[config.mk]
export PLATFORM = sky130hd
export DESIGN_NAME = ddr3_test_top
export DESIGN_NICKNAME = d
export VERILOG_FILES = /design/src/cpu_io_pkg.sv /design/src/dram_if_pkg.sv /design/src/test_controller.sv /design/src/dram_timing_model.sv /design/src/dram_storage.sv /design/src/ddr3_test_top.sv
export SDC_FILE = /design/constraint.sdc
export NUM_CORES = 2
export LEC_CHECK = 0
export ABC_AREA = 1
export BUFFER_PORTS_ARGS = -buffer_cell sky130_fd_sc_hd__buf_2
export CORE_AREA = 2 2 488 538
export DETAILED_ROUTE_END_ITERATION = 8
export DIE_AREA = 0 0 490 540
export PLACE_DENSITY = 0.59
export SYNTH_ARGS = -nofsm -noshare
export SYNTH_HDL_FRONTEND = slang
export SYNTH_SLANG_ARGS = --single-unit
[constraint.sdc]
create_clock -name clk -period 8.8 [get_ports clk]
set_input_delay 1.32 -clock clk [delete_from_list [all_inputs] [get_ports clk]]
set_output_delay 1.32 -clock clk [all_outputs]
set_load 0.01 [all_outputs]
[src/cpu_io_pkg.sv]
`default_nettype none

// ------------------------------
// CPU side I/O port definitions
// ------------------------------
package cpu_io_pkg;

	// One access on the CPU bus, sampled on every rising edge
	typedef struct packed {
		logic		ioreq;		// I/O space select
		logic		valid;		// Access strobe
		logic		write;		// 1 for write, 0 for read
		logic [7:0]	address;	// Port number
		logic [7:0]	wdata;		// Byte to write
	} cpu_bus_t;

	// ------------------------------
	// Register map
	// ------------------------------
	// Data bytes 0 to 15 sit at 8'h20 to 8'h2F
	localparam logic [7:0] REG_DATA_BASE	= 8'h20;

	// Write side
	localparam logic [7:0] REG_MASK_LO		= 8'h30;	// Byte mask bits 7..0
	localparam logic [7:0] REG_MASK_HI		= 8'h31;	// Byte mask bits 15..8
	localparam logic [7:0] REG_ADDR0		= 8'h32;	// Column low bits
	localparam logic [7:0] REG_ADDR1		= 8'h33;
	localparam logic [7:0] REG_ADDR2		= 8'h34;
	localparam logic [7:0] REG_ADDR3		= 8'h35;	// Bank in bits 2..0
	localparam logic [7:0] REG_CMD_WRITE	= 8'h36;	// Fires a write request
	localparam logic [7:0] REG_CMD_READ		= 8'h37;	// Fires a read request

	// Read side, aliased onto the write ports
	localparam logic [7:0] REG_STATUS		= 8'h30;	// Init busy in bit 7, not ready in bit 0
	localparam logic [7:0] REG_BUSY_COUNT	= 8'h31;
	localparam logic [7:0] REG_DELAY_END	= 8'h32;
	localparam logic [7:0] REG_DELAY_COUNT	= 8'h33;

	// Busy counter stops here
	localparam logic [7:0] COUNT_MAX		= 8'hFF;

endpackage

`default_nettype wire

[src/dram_if_pkg.sv]
`default_nettype none

// ------------------------------
// DDR3 controller port definitions
// ------------------------------
package dram_if_pkg;

	localparam int DRAM_ADDR_W	= 27;	// Bank 26..24, row 23..10, column 9..0
	localparam int DRAM_DATA_W	= 128;
	localparam int DRAM_MASK_W	= 16;	// One bit per data byte

	// Address fields
	localparam int BANK_LSB		= 24;
	localparam int BANK_W		= 3;
	localparam int ROW_LSB		= 10;
	localparam int ROW_W		= 14;

	localparam int NUM_BANKS	= 8;
	localparam int STORE_WORDS	= 16;	// Indexed by column bits 3..0
	localparam int STORE_IDX_W	= $clog2(STORE_WORDS);

	// Latencies in clock cycles
	localparam int INIT_CYCLES		= 64;
	localparam int ROW_HIT_CYCLES	= 4;
	localparam int ROW_MISS_CYCLES	= 12;
	localparam int TIMER_W			= $clog2(INIT_CYCLES + 1);

	typedef logic [TIMER_W-1:0] timer_t;

	// Request toward the controller
	typedef struct packed {
		logic [DRAM_ADDR_W-1:0]	address;
		logic					write;		// 1 for write, 0 for read
		logic [DRAM_DATA_W-1:0]	wdata;
		logic [DRAM_MASK_W-1:0]	wdata_mask;	// 1 keeps the byte, as DDR3 DM
	} dram_req_t;

	// Read data return
	typedef struct packed {
		logic [DRAM_DATA_W-1:0]	rdata;
		logic					rdata_en;	// One cycle pulse
	} dram_rsp_t;

	typedef enum logic [1:0] {
		T_INIT,		// Power up wait
		T_IDLE,		// Ready for a request
		T_ACCESS	// Latency countdown
	} timing_state_e;

endpackage

`default_nettype wire

[src/test_controller.sv]
`timescale 1ns/1ps
`default_nettype none

module test_controller (
	input  wire							clk,
	input  wire							reset_n,
	input  wire cpu_io_pkg::cpu_bus_t	bus,				// CPU port access
	output logic [7:0]					bus_rdata,
	output logic						bus_rdata_en,
	input  wire							sdram_init_busy,	// High during DRAM init
	output dram_if_pkg::dram_req_t		dram_req,
	output logic						dram_valid,
	input  wire							dram_ready,			// Low while controller is busy
	input  wire dram_if_pkg::dram_rsp_t	dram_rsp
);

	logic [7:0]							busy_count;		// Cycles with ready low
	logic [7:0]							delay_count;	// Cycles until read data
	logic								delay_end;
	logic [dram_if_pkg::DRAM_ADDR_W-1:0]	req_address;
	logic [dram_if_pkg::DRAM_DATA_W-1:0]	req_wdata;
	logic [dram_if_pkg::DRAM_MASK_W-1:0]	req_mask;
	logic								req_write;
	logic [dram_if_pkg::DRAM_DATA_W-1:0]	rd_word;		// Last word read back
	logic [7:0]							rd_byte;
	logic								rd_byte_en;
	logic								write_request;	// One cycle command pulses
	logic								read_request;
	logic								cpu_rd;
	logic								cpu_wr;
	logic								data_port;
	logic [3:0]							byte_sel;

	// ------------------------------
	// Bus decode
	// ------------------------------
	assign cpu_rd		= bus.ioreq && bus.valid && !bus.write;
	assign cpu_wr		= bus.ioreq && bus.valid && bus.write;
	assign data_port	= (bus.address[7:4] == cpu_io_pkg::REG_DATA_BASE[7:4]);
	assign byte_sel		= bus.address[3:0];

	// Read mux, data shows up one cycle after the access
	always_ff @(posedge clk) begin
		if (cpu_rd) begin
			if (data_port) begin
				rd_byte <= rd_word[byte_sel*8 +: 8];
			end else begin
				case (bus.address)
					cpu_io_pkg::REG_STATUS:			rd_byte <= {sdram_init_busy, 6'd0, ~dram_ready};
					cpu_io_pkg::REG_BUSY_COUNT:		rd_byte <= busy_count;
					cpu_io_pkg::REG_DELAY_END:		rd_byte <= {7'd0, delay_end};
					cpu_io_pkg::REG_DELAY_COUNT:	rd_byte <= delay_count;
					default:						rd_byte <= 8'h00;	// Unmapped port
				endcase
			end
		end
	end

	always_ff @(posedge clk) begin
		if (!reset_n) begin
			rd_byte_en <= 1'b0;
		end else begin
			rd_byte_en <= cpu_rd;
		end
	end

	assign bus_rdata	= rd_byte_en ? rd_byte : 8'h00;
	assign bus_rdata_en	= rd_byte_en;

	// ------------------------------
	// Request assembly
	// ------------------------------
	always_ff @(posedge clk) begin
		if (cpu_wr) begin
			if (data_port) begin
				req_wdata[byte_sel*8 +: 8] <= bus.wdata;
			end
			case (bus.address)
				cpu_io_pkg::REG_MASK_LO:	req_mask[7:0]			<= bus.wdata;
				cpu_io_pkg::REG_MASK_HI:	req_mask[15:8]			<= bus.wdata;
				cpu_io_pkg::REG_ADDR0:		req_address[7:0]		<= bus.wdata;
				cpu_io_pkg::REG_ADDR1:		req_address[15:8]		<= bus.wdata;
				cpu_io_pkg::REG_ADDR2:		req_address[23:16]		<= bus.wdata;
				cpu_io_pkg::REG_ADDR3:
					req_address[dram_if_pkg::DRAM_ADDR_W-1:dram_if_pkg::BANK_LSB] <=
						bus.wdata[dram_if_pkg::BANK_W-1:0];		// Bank bits only
				default: ;
			endcase
		end
	end

	always_ff @(posedge clk) begin
		if (!reset_n) begin
			write_request	<= 1'b0;
			read_request	<= 1'b0;
		end else begin
			write_request	<= cpu_wr && (bus.address == cpu_io_pkg::REG_CMD_WRITE);
			read_request	<= cpu_wr && (bus.address == cpu_io_pkg::REG_CMD_READ);
		end
	end

	// Valid holds until the controller takes it
	always_ff @(posedge clk) begin
		if (!reset_n) begin
			dram_valid	<= 1'b0;
			req_write	<= 1'b0;
		end else if (write_request || read_request) begin
			dram_valid	<= 1'b1;
			req_write	<= write_request;
		end else if (dram_valid && dram_ready) begin
			dram_valid	<= 1'b0;	// Accepted
		end
	end

	assign dram_req = '{
		address:	req_address,
		write:		req_write,
		wdata:		req_wdata,
		wdata_mask:	req_mask
	};

	// ------------------------------
	// Read capture and counters
	// ------------------------------
	always_ff @(posedge clk) begin
		if (dram_rsp.rdata_en) begin
			rd_word <= dram_rsp.rdata;
		end
	end

	always_ff @(posedge clk) begin
		if (!reset_n) begin
			busy_count <= 8'd0;
		end else if (write_request || read_request) begin
			busy_count <= 8'd0;
		end else if (!dram_ready && (busy_count != cpu_io_pkg::COUNT_MAX)) begin
			busy_count <= busy_count + 8'd1;	// Saturating
		end
	end

	always_ff @(posedge clk) begin
		if (!reset_n) begin
			delay_count	<= 8'd0;
			delay_end	<= 1'b1;
		end else if (write_request || read_request) begin
			delay_count	<= 8'd0;
			delay_end	<= 1'b0;
		end else if (dram_rsp.rdata_en) begin
			delay_end	<= 1'b1;	// Freeze the count
		end else if (!delay_end) begin
			delay_count	<= delay_count + 8'd1;
		end
	end

endmodule

`default_nettype wire

[src/dram_timing_model.sv]
`timescale 1ns/1ps
`default_nettype none

module dram_timing_model (
	input  wire							clk,
	input  wire							reset_n,
	input  wire dram_if_pkg::dram_req_t	dram_req,
	input  wire							dram_valid,
	output logic						dram_ready,
	output logic						sdram_init_busy,
	output logic						store_write,	// Pulse after acceptance
	output logic						store_read,		// Pulse at completion
	output dram_if_pkg::dram_req_t		store_req		// Latched request
);

	dram_if_pkg::timing_state_e			state;
	dram_if_pkg::timer_t				timer;
	logic [dram_if_pkg::ROW_W-1:0]		open_row [dram_if_pkg::NUM_BANKS];
	logic [dram_if_pkg::NUM_BANKS-1:0]	row_valid;		// Bank has an open row
	logic [dram_if_pkg::BANK_W-1:0]		req_bank;
	logic [dram_if_pkg::ROW_W-1:0]		req_row;
	logic								row_hit;
	logic								accept;

	// ------------------------------
	// Address split and hit check
	// ------------------------------
	assign req_bank	= dram_req.address[dram_if_pkg::BANK_LSB +: dram_if_pkg::BANK_W];
	assign req_row	= dram_req.address[dram_if_pkg::ROW_LSB +: dram_if_pkg::ROW_W];
	assign row_hit	= row_valid[req_bank] && (open_row[req_bank] == req_row);

	assign dram_ready		= (state == dram_if_pkg::T_IDLE);
	assign sdram_init_busy	= (state == dram_if_pkg::T_INIT);
	assign accept			= dram_valid && dram_ready;

	// ------------------------------
	// Main FSM
	// ------------------------------
	always_ff @(posedge clk) begin
		if (!reset_n) begin
			state		<= dram_if_pkg::T_INIT;
			timer		<= dram_if_pkg::timer_t'(dram_if_pkg::INIT_CYCLES - 1);
			store_write	<= 1'b0;
			store_read	<= 1'b0;
		end else begin
			store_write	<= 1'b0;	// Strobes last one cycle
			store_read	<= 1'b0;
			unique case (state)
				dram_if_pkg::T_INIT: begin
					if (timer == '0) begin
						state <= dram_if_pkg::T_IDLE;
					end else begin
						timer <= timer - 1'b1;
					end
				end
				dram_if_pkg::T_IDLE: begin
					if (accept) begin
						state		<= dram_if_pkg::T_ACCESS;
						store_write	<= dram_req.write;
						// Ready stays low for the full latency
						timer <= row_hit ?
							dram_if_pkg::timer_t'(dram_if_pkg::ROW_HIT_CYCLES - 1) :
							dram_if_pkg::timer_t'(dram_if_pkg::ROW_MISS_CYCLES - 1);
					end
				end
				dram_if_pkg::T_ACCESS: begin
					if (timer == '0) begin
						state		<= dram_if_pkg::T_IDLE;
						store_read	<= !store_req.write;	// Reads return data now
					end else begin
						timer <= timer - 1'b1;
					end
				end
				default: state <= dram_if_pkg::T_INIT;
			endcase
		end
	end

	// ------------------------------
	// Open row tracking
	// ------------------------------
	always_ff @(posedge clk) begin
		if (!reset_n) begin
			row_valid <= '0;	// All banks precharged
		end else if (accept) begin
			row_valid[req_bank] <= 1'b1;
		end
	end

	// Miss opens the new row, hit rewrites the same value
	always_ff @(posedge clk) begin
		if (accept) begin
			open_row[req_bank]	<= req_row;
			store_req			<= dram_req;
		end
	end

endmodule

`default_nettype wire

[src/dram_storage.sv]
`timescale 1ns/1ps
`default_nettype none

module dram_storage (
	input  wire							clk,
	input  wire							reset_n,
	input  wire							store_write,
	input  wire							store_read,
	input  wire dram_if_pkg::dram_req_t	store_req,
	output dram_if_pkg::dram_rsp_t		dram_rsp
);

	logic [dram_if_pkg::DRAM_DATA_W-1:0]	mem [dram_if_pkg::STORE_WORDS];
	logic [dram_if_pkg::STORE_IDX_W-1:0]	word_idx;
	logic [dram_if_pkg::DRAM_DATA_W-1:0]	rd_word;
	logic									rd_en;

	// Low column bits pick the word
	assign word_idx = store_req.address[dram_if_pkg::STORE_IDX_W-1:0];

	// ------------------------------
	// Byte masked write
	// ------------------------------
	always_ff @(posedge clk) begin
		if (store_write) begin
			for (int i = 0; i < dram_if_pkg::DRAM_MASK_W; i++) begin
				if (!store_req.wdata_mask[i]) begin	// Mask bit 1 keeps old byte
					mem[word_idx][i*8 +: 8] <= store_req.wdata[i*8 +: 8];
				end
			end
		end
	end

	// ------------------------------
	// Read return
	// ------------------------------
	always_ff @(posedge clk) begin
		if (store_read) begin
			rd_word <= mem[word_idx];
		end
	end

	always_ff @(posedge clk) begin
		if (!reset_n) begin
			rd_en <= 1'b0;
		end else begin
			rd_en <= store_read;	// One cycle pulse with the word
		end
	end

	assign dram_rsp = '{
		rdata:		rd_word,
		rdata_en:	rd_en
	};

endmodule

`default_nettype wire

[src/ddr3_test_top.sv]
`timescale 1ns/1ps
`default_nettype none

module ddr3_test_top (
	input  wire							clk,
	input  wire							reset_n,
	input  wire cpu_io_pkg::cpu_bus_t	bus,
	output wire [7:0]					bus_rdata,
	output wire							bus_rdata_en,
	output wire							sdram_init_busy
);

	// Controller port
	dram_if_pkg::dram_req_t	dram_req;
	logic					dram_valid;
	logic					dram_ready;
	dram_if_pkg::dram_rsp_t	dram_rsp;

	// Model to store
	logic					store_write;
	logic					store_read;
	dram_if_pkg::dram_req_t	store_req;

	test_controller u_test_controller (
		.clk				(clk),
		.reset_n			(reset_n),
		.bus				(bus),
		.bus_rdata			(bus_rdata),
		.bus_rdata_en		(bus_rdata_en),
		.sdram_init_busy	(sdram_init_busy),
		.dram_req			(dram_req),
		.dram_valid			(dram_valid),
		.dram_ready			(dram_ready),
		.dram_rsp			(dram_rsp)
	);

	dram_timing_model u_dram_timing_model (
		.clk				(clk),
		.reset_n			(reset_n),
		.dram_req			(dram_req),
		.dram_valid			(dram_valid),
		.dram_ready			(dram_ready),
		.sdram_init_busy	(sdram_init_busy),
		.store_write		(store_write),
		.store_read			(store_read),
		.store_req			(store_req)
	);

	dram_storage u_dram_storage (
		.clk				(clk),
		.reset_n			(reset_n),
		.store_write		(store_write),
		.store_read			(store_read),
		.store_req			(store_req),
		.dram_rsp			(dram_rsp)
	);

endmodule

`default_nettype wire

==> impl_results.md <==
* Placed inst area at 0.107 mm^2
* Hold Buf Count CTS at 0
* Initial antenna violation count at 21
* Pre-antenna DRT Iters at 6
* Fraction of the cycle the final worst path needs at 0.600
* CTS tree: yes
* Final WL at 275 mm
* Final clock skew at roughly 0.039 ns
* Rows at around 200
* First DRT Iteration DRCs at 6438
* Root Driver: clkbuf_16
* Commonest non-fill, non-tap cell in the layout: edfxtp_1
* Slew at the pin with the worst max-slew slack at 1.28 ns
* Post-Syn Area at 0.103 mm^2
* Cells after Synth at 6787
* Clock Latency Late Sink at 0.85 ns
* Core Region at 0.259 mm^2
* CTS buffer count at around 270
* Final hold slack at slightly below 0.4 ns
* GPL Wtd Cong at 0.916
* H-tree depth at 5
* CTS sink count at 2783
* Area delta synth->final at 12.0%
* Worst Path Required at about 9.4 ns
* Post_cts resized at 0
* Detail Placement HPWL at 167 mm
* EDFF count, synth at 2738
* Most area-hungry cell type in the Yosys netlist: edfxtp_1
* Peak VDD IR at 0.000161 V
* Fin area at 0.116 mm^2
* Post-synthesis sequential area ratio at 0.805
* Fmax at 189 MHz
* Startpoint types: input port
* Top Ports at 31
* Async SR Flop Fraction at 0
* Vias/cell at 5.55
* Syn Area/Cell at 15.2 um^2
* Dpl cells at 9973
* Outcome: finished clean
* Max_cap viols at 0
* Pins Over Slew Limit at 0
* Die W at just under 500 um
* Fillcell total at 22300
* Die height at around 540 um
* Setup_tns at 0 ns
* Slew HR at 0.147
* Vias in the first global route at 56100
* Final setup fails at 0
* Ys Warns at 0
* Arrival @ worst endpoint at around 5.9 ns
* DRC viols at 0
* DR WL/cell at 26.3 um
* First-pass GRT wire length at slightly below 400 mm
* Slowest CP cell: clkinv_1
* Clock transition at path regs at roughly 0.06 ns
* Total die area at 0.265 mm^2
* Final Core Density at 0.447
* Non-Filler Instances at 10500
* Synth area leaders: edfxtp_1 (80%), a22oi_1 (7.4%), nand2_1 (5.0%), nor2_1 (2.0%), clkbuf_1 (0.93%)
* Setup Buffers After CTS at 0
* Initial Util at 0.399
* Synth Register Bits at ~2800
* Crit end category: flip-flop
* Main synth FF type: edfxtp_1
* Overflow after GRT at 0
* Cell Chain, Critical Path: buf_2 -> buf_4 -> nor3_2 -> ha_1 -> clkinv_1 -> nor2_1 -> nand2_1 -> nor4_1
* Layout cells sized above 1 at 0.0761
* Place WS at 2.71 ns
* Most frequent cells in the layout: edfxtp_1 (2738), nand2_1 (1354), a22oi_1 (1024)
* Pwr/cell area at 225 mW/mm^2
* Top-area cell type share of the netlist area at 0.797
* Global Route Usage Sum at 0.201
* Critical path class: input port to flip-flop
* Longest Clk Path Bufs at 4
* Multi-input gate area at 0.0178 mm^2
* Min cycle time layout at 5.28 ns
* Vias post-DR at just under 60000
* Final Hold Violating Endpoints at 0
* Post-Synthesis Net Count at 6817
* I/O Buffers at 30
* Unrepaired setup endpoints after global routing: false
* Yosys cell types at 40
* Crit-path max cell delay at ~1.2 ns
* Register area at 0.0831 mm^2
* Tot Pwr at 26.0 mW
* Setup WS post-layout at 3.52 ns
* Largest net degree at the start of global routing at 189
* Min-Delay Path Class: flip-flop to flip-flop
* Routed Antenna Nets at 0
* Crit Path Max Fanout at 36
* Final Net Count at 6813
* P_leak at 37.5 nW
-- registers in the layout (all words and copies together), names as in the netlist, 8 cells and up, named ones only --
| name | count |
|---|---|
| u_dram_storage.mem | 2048 |
| u_dram_timing_model.store_req | 149 |
| u_dram_storage.rd_word | 128 |
| u_test_controller.rd_word | 128 |
| u_test_controller.req_wdata | 128 |
| u_dram_timing_model.open_row | 112 |
| u_test_controller.req_address | 21 |
| u_test_controller.req_mask | 16 |
| u_dram_timing_model.row_valid | 8 |
| u_test_controller.busy_count | 8 |
| u_test_controller.delay_count | 8 |
| u_test_controller.rd_byte | 8 |
-- final cells by class --
cell class,count,share of cell area
Tap cell,3465,0.0375
Sequential cell,2783,0.719
Clock buffer,330,0.0624
Inverter,206,0.00691
Clock inverter,149,0.0124
Multi-Input combinational cell,3413,0.154
Timing Repair Buffer,106,0.00689
Antenna cell,9,0.000195
-- cells in the mapped netlist (32+ instances only) --
cell / count
nand4_1: 138
nor3_1: 32
o21ai_0: 91
a22oi_1: 1024
nand2_1: 1370
inv_1: 195
nand3_1: 96
clkbuf_1: 255
buf_2: 95
dfxtp_1: 45
nor2_1: 540
edfxtp_1: 2738
-- per-layer routing --
| metal | wire length (um) | track usage |
|---|---|---|
| met5 | 77 | 0 |
| met4 | 11600 | 0.0824 |
| met3 | 20600 | 0.0297 |
| met2 | 134000 | 0.333 |
| met1 | 109000 | 0.265 |
-- cells by family (layout without fill, tap and decap cells) --
group	Yosys count	in the layout	synth area share
other	0	9	0
DFF	2783	2783	0.805
xor gates and xnor gates	5	5	0.000424
adders and majority gates	9	9	0.00109
AOI/OAI and AO/OA	1185	1185	0.0833
and+or+nand+nor	2214	2214	0.0870
buffers and inverters	591	791	0.0230
-- worst paths after layout --
path                                           start                               to  slack (ns)  depth (start not counted)
setup / recovery                              bus[9]  u_test_controller.req_wdata[71]        3.52                          8
setup reg to reg  u_dram_timing_model.store_req[145]       u_dram_storage.mem[14][92]        4.57                          7
hold / removal            u_dram_storage.rd_word[92]    u_test_controller.rd_word[92]        0.40                          0
hold reg to reg           u_dram_storage.rd_word[92]    u_test_controller.rd_word[92]        0.40                          0
-- power by group --
part / total (mW) / switching [mW] / internal (mW) / leakage (nW)
logic: 0.177 / 0.140 / 0.0367 / 8.52
registers: 14.3 / 0.00388 / 14.3 / 24.8
clock network: 11.5 / 4.92 / 6.60 / 4.23
-- critical path: cells and delay by family --
family        cells  cell delay, ns
buf+inv           3            1.65
fa+ha+maj         1            1.09
simple gates      4            1.76
Power figures use the tool's default switching activity.
